**config.mk**
```make
export PLATFORM = sky130hd
export DESIGN_NAME = sram_fifo_top
export DESIGN_NICKNAME = d
export VERILOG_FILES = /design/src/rtl/sram_fifo_pkg.sv /design/src/rtl/word_splitter.sv /design/src/rtl/sram_ring_ctrl.sv /design/src/rtl/byte_reader.sv /design/src/rtl/conf_regs.sv /design/src/rtl/sram_fifo_top.sv
export SDC_FILE = /design/constraint.sdc
export NUM_CORES = 1
export LEC_CHECK = 0
export ABC_AREA = 1
export BUFFER_PORTS_ARGS = -buffer_cell sky130_fd_sc_hd__buf_2
export CAP_MARGIN = 30
export CORE_AREA = 2 2 104 86
export CTS_CLUSTER_DIAMETER = 50
export DETAILED_ROUTE_END_ITERATION = 8
export DIE_AREA = 0 0 106 88
export PLACE_DENSITY = 0.81
export SYNTH_ARGS = -nofsm -noshare
export SYNTH_HDL_FRONTEND = slang
export SYNTH_SLANG_ARGS = --single-unit
```
**constraint.sdc**
```tcl
create_clock -name BUS_CLK -period 3.1 [get_ports BUS_CLK]
set_input_delay 0.93 -clock BUS_CLK [delete_from_list [all_inputs] [get_ports BUS_CLK]]
set_output_delay 0.93 -clock BUS_CLK [all_outputs]
set_load 0.03 [all_outputs]
```
**src/rtl/sram_fifo_pkg.sv**
```systemverilog
`default_nettype none

package sram_fifo_pkg;

    // sram geometry.
    localparam int SRAM_ADDR_W = 10;

    typedef logic [SRAM_ADDR_W-1:0] sram_addr_t;
    // one extra wrap bit to tell full from empty.
    typedef logic [SRAM_ADDR_W:0]   ptr_t;

    typedef logic [15:0] half_t;
    typedef logic [31:0] word_t;
    typedef logic [7:0]  byte_t;

    // fill level in halfwords, spread over three host registers.
    typedef logic [20:0] fill_t;
    typedef logic [15:0] bus_addr_t;
    typedef logic [7:0]  err_cnt_t;

    // host bus register map.
    localparam bus_addr_t REG_SOFT_RST = 16'd0;
    localparam bus_addr_t REG_FILL_0   = 16'd1;
    localparam bus_addr_t REG_FILL_1   = 16'd2;
    localparam bus_addr_t REG_FILL_2   = 16'd3;
    localparam bus_addr_t REG_READ_ERR = 16'd4;

    typedef enum logic [1:0] {
        RD_IDLE,
        RD_FETCH,
        RD_HIGH,
        RD_LOW
    } reader_state_t;

endpackage

`default_nettype wire

```
**src/rtl/word_splitter.sv**
```systemverilog
`default_nettype none

module word_splitter (
    input  logic                 BUS_CLK,
    input  logic                 RST,

    input  logic                 fifo_empty,
    input  sram_fifo_pkg::word_t fifo_data,
    output logic                 fifo_pop,

    output logic                 hw_valid,
    output sram_fifo_pkg::half_t hw_data,
    input  logic                 hw_ready
);

    // set while the low half of the current word is on offer.
    logic low_half;
    logic hw_xfer;

    assign hw_valid = ~fifo_empty;
    assign hw_xfer  = hw_valid && hw_ready;

    // high half goes out first.
    assign hw_data = low_half ? fifo_data[15:0] : fifo_data[31:16];

    // the word is done once its low half is taken.
    assign fifo_pop = hw_xfer && low_half;

    always_ff @(posedge BUS_CLK) begin
        if (RST) begin
            low_half <= 1'b0;
        end else if (hw_xfer) begin
            low_half <= ~low_half;
        end
    end

endmodule

`default_nettype wire

```
**src/rtl/sram_ring_ctrl.sv**
```systemverilog
`default_nettype none

module sram_ring_ctrl (
    input  logic                      BUS_CLK,
    input  logic                      RST,

    // write side, from the splitter.
    input  logic                      hw_valid,
    input  sram_fifo_pkg::half_t      hw_data,
    output logic                      hw_ready,

    // read side, from the byte reader.
    input  logic                      rd_req,
    output logic                      rd_valid,
    output sram_fifo_pkg::half_t      rd_data,

    // external sram.
    output sram_fifo_pkg::sram_addr_t sram_addr,
    output sram_fifo_pkg::half_t      sram_wdata,
    input  sram_fifo_pkg::half_t      sram_rdata,
    output logic                      sram_we,
    output logic                      sram_oe,

    output sram_fifo_pkg::fill_t      occupancy
);

    import sram_fifo_pkg::*;

    ptr_t wr_ptr;
    ptr_t rd_ptr;
    ptr_t ptr_diff;

    logic empty;
    logic full;
    logic rd_grant;
    logic wr_grant;

    // same index, wrap bits equal or not.
    assign empty = (wr_ptr == rd_ptr);
    assign full  = (wr_ptr[SRAM_ADDR_W] != rd_ptr[SRAM_ADDR_W]) &&
                   (wr_ptr[SRAM_ADDR_W-1:0] == rd_ptr[SRAM_ADDR_W-1:0]);

    // one sram access per cycle, reads win.
    assign rd_grant = rd_req && !empty;
    assign hw_ready = !full && !rd_grant;
    assign wr_grant = hw_valid && hw_ready;

    assign rd_valid = rd_grant;
    assign rd_data  = sram_rdata;

    always_comb begin
        if (rd_grant) begin
            sram_addr = rd_ptr[SRAM_ADDR_W-1:0];
        end else begin
            sram_addr = wr_ptr[SRAM_ADDR_W-1:0];
        end
    end

    assign sram_wdata = hw_data;
    assign sram_we    = wr_grant;
    assign sram_oe    = rd_grant;

    always_ff @(posedge BUS_CLK) begin
        if (RST) begin
            wr_ptr <= '0;
        end else if (wr_grant) begin
            wr_ptr <= wr_ptr + ptr_t'(1);
        end
    end

    always_ff @(posedge BUS_CLK) begin
        if (RST) begin
            rd_ptr <= '0;
        end else if (rd_grant) begin
            rd_ptr <= rd_ptr + ptr_t'(1);
        end
    end

    // modulo difference, wrap bit makes a full ring read as the depth.
    assign ptr_diff  = wr_ptr - rd_ptr;
    assign occupancy = fill_t'(ptr_diff);

endmodule

`default_nettype wire

```
**src/rtl/byte_reader.sv**
```systemverilog
`default_nettype none

module byte_reader (
    input  logic                    BUS_CLK,
    input  logic                    RST,

    output logic                    rd_req,
    input  logic                    rd_valid,
    input  sram_fifo_pkg::half_t    rd_data,

    input  logic                    usb_read,
    output sram_fifo_pkg::byte_t    usb_data,
    output logic                    usb_valid,

    output logic                    holding,
    output sram_fifo_pkg::err_cnt_t err_count
);

    import sram_fifo_pkg::*;

    reader_state_t state;
    reader_state_t state_next;

    // halfword being served.
    half_t hw_buf;
    logic  has_bytes;

    always_ff @(posedge BUS_CLK) begin
        if (RST) begin
            state <= RD_IDLE;
        end else begin
            state <= state_next;
        end
    end

    always_comb begin
        state_next = state;
        case (state)
            // one quiet cycle out of reset.
            RD_IDLE: begin
                state_next = RD_FETCH;
            end
            RD_FETCH: begin
                if (rd_valid) begin
                    state_next = RD_HIGH;
                end
            end
            RD_HIGH: begin
                if (usb_read) begin
                    state_next = RD_LOW;
                end
            end
            RD_LOW: begin
                if (usb_read) begin
                    state_next = RD_FETCH;
                end
            end
            default: begin
                state_next = RD_IDLE;
            end
        endcase
    end

    assign rd_req = (state == RD_FETCH);

    always_ff @(posedge BUS_CLK) begin
        if (rd_req && rd_valid) begin
            hw_buf <= rd_data;
        end
    end

    assign has_bytes = (state == RD_HIGH) || (state == RD_LOW);
    assign usb_valid = has_bytes;
    assign holding   = has_bytes;

    // high byte first.
    assign usb_data = (state == RD_LOW) ? hw_buf[7:0] : hw_buf[15:8];

    // saturating count of reads with nothing on offer.
    always_ff @(posedge BUS_CLK) begin
        if (RST) begin
            err_count <= '0;
        end else if (usb_read && !usb_valid && err_count != 8'hff) begin
            err_count <= err_count + err_cnt_t'(1);
        end
    end

endmodule

`default_nettype wire

```
**src/rtl/conf_regs.sv**
```systemverilog
`default_nettype none

module conf_regs (
    input  logic                     BUS_CLK,
    input  logic                     RST,

    input  sram_fifo_pkg::bus_addr_t bus_addr,
    input  logic                     bus_wr,
    input  logic                     bus_rd,
    output sram_fifo_pkg::byte_t     bus_data_out,

    input  sram_fifo_pkg::fill_t     occupancy,
    input  logic                     holding,
    input  sram_fifo_pkg::err_cnt_t  err_count,

    output logic                     soft_rst,
    output logic                     fifo_not_empty,
    output logic                     fifo_read_error
);

    import sram_fifo_pkg::*;

    fill_t fill;

    // ring contents plus the halfword parked in the reader.
    assign fill = occupancy + fill_t'(holding);

    always_comb begin
        bus_data_out = '0;
        if (bus_rd) begin
            case (bus_addr)
                REG_FILL_0:   bus_data_out = fill[7:0];
                REG_FILL_1:   bus_data_out = fill[15:8];
                REG_FILL_2:   bus_data_out = {3'b000, fill[20:16]};
                REG_READ_ERR: bus_data_out = err_count;
                default:      bus_data_out = '0;
            endcase
        end
    end

    // any write to address 0, data ignored.
    always_ff @(posedge BUS_CLK) begin
        if (RST) begin
            soft_rst <= 1'b0;
        end else begin
            soft_rst <= bus_wr && (bus_addr == REG_SOFT_RST);
        end
    end

    assign fifo_not_empty  = (fill != '0);
    assign fifo_read_error = (err_count != '0);

endmodule

`default_nettype wire

```
**src/rtl/sram_fifo_top.sv**
```systemverilog
`default_nettype none

module sram_fifo_top (
    input  logic                      BUS_CLK,
    input  logic                      RST,

    // host bus.
    input  sram_fifo_pkg::bus_addr_t  bus_addr,
    input  sram_fifo_pkg::byte_t      bus_data_in,
    input  logic                      bus_rd,
    input  logic                      bus_wr,
    output sram_fifo_pkg::byte_t      bus_data_out,

    // source fifo.
    input  logic                      fifo_empty,
    input  sram_fifo_pkg::word_t      fifo_data,
    output logic                      fifo_pop,

    // external sram.
    output sram_fifo_pkg::sram_addr_t sram_addr,
    output sram_fifo_pkg::half_t      sram_wdata,
    input  sram_fifo_pkg::half_t      sram_rdata,
    output logic                      sram_we,
    output logic                      sram_oe,

    // usb side.
    input  logic                      usb_read,
    output sram_fifo_pkg::byte_t      usb_data,
    output logic                      usb_valid,

    output logic                      fifo_not_empty,
    output logic                      fifo_read_error
);

    import sram_fifo_pkg::*;

    logic     rst_int;
    logic     soft_rst;

    logic     hw_valid;
    logic     hw_ready;
    half_t    hw_data;

    logic     rd_req;
    logic     rd_valid;
    half_t    rd_data;

    fill_t    occupancy;
    logic     holding;
    err_cnt_t err_count;

    // bus_data_in is not decoded, the soft reset fires on any write value.
    assign rst_int = RST | soft_rst;

    word_splitter i_word_splitter (
        .BUS_CLK    (BUS_CLK),
        .RST        (rst_int),
        .fifo_empty (fifo_empty),
        .fifo_data  (fifo_data),
        .fifo_pop   (fifo_pop),
        .hw_valid   (hw_valid),
        .hw_data    (hw_data),
        .hw_ready   (hw_ready)
    );

    sram_ring_ctrl i_sram_ring_ctrl (
        .BUS_CLK    (BUS_CLK),
        .RST        (rst_int),
        .hw_valid   (hw_valid),
        .hw_data    (hw_data),
        .hw_ready   (hw_ready),
        .rd_req     (rd_req),
        .rd_valid   (rd_valid),
        .rd_data    (rd_data),
        .sram_addr  (sram_addr),
        .sram_wdata (sram_wdata),
        .sram_rdata (sram_rdata),
        .sram_we    (sram_we),
        .sram_oe    (sram_oe),
        .occupancy  (occupancy)
    );

    byte_reader i_byte_reader (
        .BUS_CLK   (BUS_CLK),
        .RST       (rst_int),
        .rd_req    (rd_req),
        .rd_valid  (rd_valid),
        .rd_data   (rd_data),
        .usb_read  (usb_read),
        .usb_data  (usb_data),
        .usb_valid (usb_valid),
        .holding   (holding),
        .err_count (err_count)
    );

    // runs on the board reset so the soft reset pulse clears itself.
    conf_regs i_conf_regs (
        .BUS_CLK         (BUS_CLK),
        .RST             (RST),
        .bus_addr        (bus_addr),
        .bus_wr          (bus_wr),
        .bus_rd          (bus_rd),
        .bus_data_out    (bus_data_out),
        .occupancy       (occupancy),
        .holding         (holding),
        .err_count       (err_count),
        .soft_rst        (soft_rst),
        .fifo_not_empty  (fifo_not_empty),
        .fifo_read_error (fifo_read_error)
    );

endmodule

`default_nettype wire

```
### Word-level counts from Yosys, hierarchy flattened

Cells that the tools add are included.

* eq/ne operators: 14
* bitwise gates (word level): 3
* mux-type cells: 9
* reductions and logical operators: 19
* add/sub/neg operators: 5

Operators by type and width (number)
* 16-bit by 2-bit equality test with 1-bit output (second input constant): 2
* 8-bit case mux with 4 select lines: 1
* 11-bit by 1-bit adder with 11-bit output (second input constant): 2
* 21-bit nonzero test: 1
* 16-bit by 1-bit equality test with 1-bit output (second input constant): 1
* 16-bit by 3-bit equality test with 1-bit output (second input constant): 1
* 16-bit logical NOT: 1
* 16-bit 2-to-1 mux: 1
* 8-bit 2-to-1 mux: 2
* 11-bit by 1-bit adder with 12-bit output: 1
* 11-bit equality test: 1
* 11-bit subtractor: 1
* 10-bit equality test: 1
* 10-bit 2-to-1 mux: 1
* 1-bit logical AND: 9
* 8-bit by 1-bit adder with 8-bit output (second input constant): 1
* 8-bit inequality test (second input constant): 1
* 2-bit case mux with 4 select lines: 1
* 8-bit nonzero test: 1
* 2-bit 2-to-1 mux: 3
* 2-bit inequality test (second input constant): 3
* 2-bit equality test (second input constant): 2
* 1-bit logical NOT: 4
* 3-bit AND reduction: 1
* 6 further kinds: 7

* bits of input ports: 78
* output and inout bits: 48
* flip-flop bits (word level): 50
* logic and storage cells: 57

### Depth between registers and ports, before layout

* word-level depth: 7
* gate-level depth with buffers: 17
* depth with buffers taken out: 17

### Hierarchy

A second synthesis with hierarchy kept.

* cell total of the unflattened synthesis: 785
* area, all modules: 4855.9 um^2

By module, submodules not included
* sram_ring_ctrl: cells each 352, seq. area each 440.4 um^2, area an instance 2208.4 um^2, instances 1
* byte_reader: cells each 132, seq. area each 680.7 um^2, area an instance 1207.4 um^2, instances 1
* conf_regs: cells each 238, seq. area each 20.0 um^2, area an instance 1136.1 um^2, instances 1
* word_splitter: cells each 60, seq. area each 20.0 um^2, area an instance 292.8 um^2, instances 1
* sram_fifo_top: cells each 3, seq. area each 0.0 um^2, area an instance 11.3 um^2, instances 1

### Least setup slack after synthesis

OpenSTA, ideal clock, no wires.

* path kind: register -> output
* start: register i_byte_reader.state[0]
* end: output bus_data_out[2]
* setup slack: -0.505 ns
* cell stages (with the launch flop): 16
* data required time: 2.170 ns
* path buffers: 1
* arrival: 2.675 ns
* cells stage by stage: dfxtp_1 > ha_1 > buf_2 > or2_1 > ha_1 > ha_1 > inv_1 > nor2_1 > nand3_2 > nor2_4 > nand3_2 > nor2_2 > nand2_1 > nand2_1 > nand3_1 > a21oi_1

* longest elaborated chain between the ends: 5
* elaborated cells between the ends (all ways): 6
* classes of those cells: add/sub: 1; eq/ne: 2; mux: 2; reduce/logical: 1

RTL lines
* from (decl): line byte_reader.sv:21 `reader_state_t state;`
* from (signal assigned): line byte_reader.sv:32 `state <= state_next;`
* 2-bit equality test: line byte_reader.sv:72 `assign has_bytes = (state == RD_HIGH) || (state == RD_LOW);`
* 1-bit logical OR *: line byte_reader.sv:72
* named net usb_valid: line sram_fifo_top.sv:29 `output logic usb_valid,`
* 11-bit by 1-bit adder with 12-bit output *: line conf_regs.sv:26 `assign fill = occupancy + fill_t'(holding);`
* 8-bit case mux with 4 select lines *: line conf_regs.sv:31 `case (bus_addr)`
* 8-bit 2-to-1 mux *: line conf_regs.sv:30 `if (bus_rd) begin`
* to (decl): line sram_fifo_top.sv:12 `output sram_fifo_pkg::byte_t bus_data_out,`

The timed path passes the listed nets; every way through them passes the cells marked *.

### Final worst setup path

* start: register i_sram_ring_ctrl.wr_ptr[0]
* end: output fifo_not_empty

* longest elaborated chain between the ends: 3

RTL lines
* from (decl): line sram_ring_ctrl.sv:29 `ptr_t wr_ptr;`
* from (signal assigned): line sram_ring_ctrl.sv:67 `wr_ptr <= wr_ptr + ptr_t'(1);`
* 11-bit subtractor: line sram_ring_ctrl.sv:80 `assign ptr_diff = wr_ptr - rd_ptr;`
* 11-bit by 1-bit adder with 12-bit output: line conf_regs.sv:26
* 21-bit nonzero test: line conf_regs.sv:50 `assign fifo_not_empty = (fill != '0);`
* to (decl): line sram_fifo_top.sv:31 `output logic fifo_not_empty,`

Every way passes these cells.

==> flow_metrics.tcl <==
set metrics [dict create \
    status "complete, but fails checks" \
    violations "negative setup slack" \
    drc_errors 0 \
    worst_ep_required_time_ns 2.17 \
    crit_type "register to primary output" \
    synth_top_area_share_pct 18.3 \
    wl_per_cell_um 15.1 \
    grt_pass1_vias 4505 \
    first_iter_violations 396 \
    overflow 0 \
    rr_startpoint "i_sram_ring_ctrl.rd_ptr[4]" \
    yosysMostFrequentCell "nand2_1" \
    grt.total_usage_pct 26.4 \
    ys_warn_count 0 \
    finalNonFillerCells 885 \
    fmax_ghz 0.260 \
    dr.pass1.iters 6 \
    die_area_mm2 0.00933 \
    syn-cell-area_mm2 0.00372 \
    synth_cells 559 \
    synth-edff-count 16 \
    seq_area_frac_synth_pct 31.2 \
    io_pins 126 \
    hold_violations 0 \
    avgSynthCellArea_um2 6.65 \
    syn-num-nets 658 \
    place_area_mm2 0.00509 \
    p_leak_nw 2.76 \
    grt_pass1_wl_mm 19.8 \
    synth.distinct_cells 41 \
    finalNetCount 871 \
    cts.sinks 50 \
    die_h_um 88 \
    min_path_type "register to register" \
    max_slew_margin_pct 52.7 \
    tightest_slew_ns 0.709 \
    synth_area_leaders "dfxtp_1 18%, nand2_1 17%, edfxtp_1 13%" \
    dp_cells 854 \
    rsz0062_at_grt "yes" \
    min_path_cells 2 \
    endpoint_kind "primary output" \
    initial_core_util_pct 44.8 \
    ir_drop_mv 0.794 \
    vias 4674 \
    rows 30 \
    tritoncts "built" \
    r2r_end "i_sram_ring_ctrl.rd_ptr[9]" \
    path_clk_slew_ns 0.09 \
    clock_path_buffers 2 \
    worstHoldEndpoint "i_sram_ring_ctrl.wr_ptr[10]" \
    coreArea_mm2 0.00830 \
    cp_max_fo 5 \
    utilization_pct 71.1 \
    final-max-slew-violation-count 0 \
    antenna_found_initial 0 \
    worstRegToRegCells 18 \
    grt_max_degree 27 \
    ctsHoldBuffers 0 \
    netlist_top_cells_count "168 x nand2_1, 67 x inv_1, 47 x nor2_1" \
    cp-start-kind "register" \
    setup_viol 22 \
    drive_gt1_share_pct 44.1 \
    powerDensity_mw_per_mm2 852 \
    post-route-period-util_pct 124 \
    finalWorstSetupSlack_ns -0.748 \
    diodes 0 \
    drv_cap 0 \
    dp_hpwl_mm 8.89 \
    async_reset_ff_share_pct 0 \
    synth_flop_cell "dfxtp_1" \
    ys_seq_elements 50 \
    cts-root-buf "clkbuf_8" \
    port_buffers 117 \
    cts_made_buffers 5 \
    stdcell_area_mm2 0.00590 \
    clkLatencyLatePin_ns 0.32 \
    min_period_ns 3.85 \
    regToRegSetupSlack_ns 0.38 \
    area_growth_pct 58.7 \
    clock_skew_ns 0.00712 \
    num-fill-cells 619 \
    synth_area_leader_cell "dfxtp_1" \
    die_width_um 106 \
    hp-start "i_sram_ring_ctrl.wr_ptr[10]" \
    final_antenna_net_count 0 \
    via_per_inst 5.28 \
    cp.arrival_ns 2.92 \
    drt_wl_total_mm 13.4 \
    place.gp.congestion 0.908 \
    h-tree-depth 2 \
]
## worst max-delay path by stage
stage,depth (start not counted),endpoint,start,slack [ns]
3_5_place_dp,16,bus_data_out[2],i_sram_ring_ctrl.wr_ptr[0],-0.35
5_1_grt,17,fifo_not_empty,i_sram_ring_ctrl.wr_ptr[0],-0.86
2_1_floorplan,15,bus_data_out[2],i_sram_ring_ctrl.wr_ptr[0],-0.1
6_report,17,fifo_not_empty,i_sram_ring_ctrl.wr_ptr[0],-0.75
4_1_cts,16,fifo_not_empty,i_sram_ring_ctrl.wr_ptr[0],-0.64
3_3_place_gp,16,bus_data_out[2],i_sram_ring_ctrl.wr_ptr[0],-0.28
## area by class of cell
class	count	area (µm²)	area share, %
Sequential cell	50	1170	19.8
Multi-Input combinational cell	425	2700	45.7
Clock buffer	6	72.6	1.23
Inverter	76	293	4.96
Timing Repair Buffer	214	1520	25.8
Tap cell	112	140	2.37
Clock inverter	2	8.76	0.148
## state kept, by name, indices dropped and copies added (netlist names)
| signal | flops |
|---|---|
| i_byte_reader.err_count | 8 |
| i_byte_reader.hw_buf | 16 |
| i_byte_reader.state | 2 |
| i_conf_regs.soft_rst | 1 |
| i_sram_ring_ctrl.rd_ptr | 11 |
| i_sram_ring_ctrl.wr_ptr | 11 |
| i_word_splitter.low_half | 1 |
## critical path, stage by stage (launching register included)
cell	delay, ns
dfxtp_2	0.34
inv_2	0.08
ha_4	0.13
inv_2	0.04
fa_2	0.59
buf_6	0.12
nand2_4	0.04
nor2_4	0.13
nand3_4	0.09
nor2_4	0.14
nand3_2	0.13
nor2_4	0.16
nand2_1	0.09
nand2_2	0.08
nand2_1	0.07
and2_1	0.17
nand2_2	0.07
buf_6	0.12
## repair_timing
item	CTS	global route
endpoints found under the setup margin	22	22
gates resized for setup	83	73
setup buffers	12	13
cloned	1	0
pin swaps	19	24
## metrics by stage
step	TNS (ns)	power (mW)	hold slack [ns]	setup slack, ns
global route	-9.41	5.36	0.543	-0.857
CTS	-4.91	4.55	0.496	-0.637
detailed placement	-2.35	3.85	0.482	-0.346
global placement	-1.74	3.74	0.470	-0.282
floorplan	-0.233	2.77	0.450	-0.0982
finish	-7.79	5.03	0.492	-0.748
## layout by cell type (no fill, tap or decap), drive strengths merged
| master | instances |
|---|---|
| buf | 214 |
| nand2 | 179 |
| inv | 74 |
| nor2 | 55 |
| nand3 | 43 |
| a21oi | 40 |
| o21ai | 37 |
| dfxtp | 34 |
| ha | 20 |
| edfxtp | 16 |
| mux2 | 8 |
| nor3 | 8 |
| nor4 | 7 |
| nand4 | 6 |
| clkbuf | 6 |
| xor2 | 5 |
| o21bai | 4 |
| clkinv | 4 |
| nand3b | 3 |
| or2 | 2 |
| and2 | 2 |
| o31ai | 1 |
| o21a | 1 |
| a211oi | 1 |
| and3 | 1 |
| nor3b | 1 |
| fa | 1 |
## routing by layer
metal	vias up	share of wire, %	track usage [%]	wire, µm
li1	2242	-	-	-
met1	2133	38	30.5	5070
met2	249	52	49.1	6910
met3	50	6.9	3.94	930
met4	0	3.6	11.5	484
met5	-	0	0	0
## where the power goes
part / switching (mW) / total [mW] / leakage (nW) / internal [mW]
clock: 0.221 / 0.377 / 0.0426 / 0.156
combinational: 2.25 / 3.77 / 2.29 / 1.52
sequential: 0.0605 / 0.887 / 0.425 / 0.826
total: 2.53 / 5.03 / 2.76 / 2.50
## cells by family (layout without fill, tap and decap cells)
| kind of cell | count (synthesis) | in the layout | share of synthesized area, % |
|---|---|---|---|
| simple gates | 307 | 307 | 37.2 |
| compound gates | 84 | 84 | 12.1 |
| buf+inv | 84 | 298 | 8.58 |
| flops | 50 | 50 | 31.2 |
| fa+ha+maj | 21 | 21 | 7.27 |
| mux | 8 | 8 | 2.42 |
| xor+xnor | 5 | 5 | 1.18 |
(Power assumes the default switching activity.)
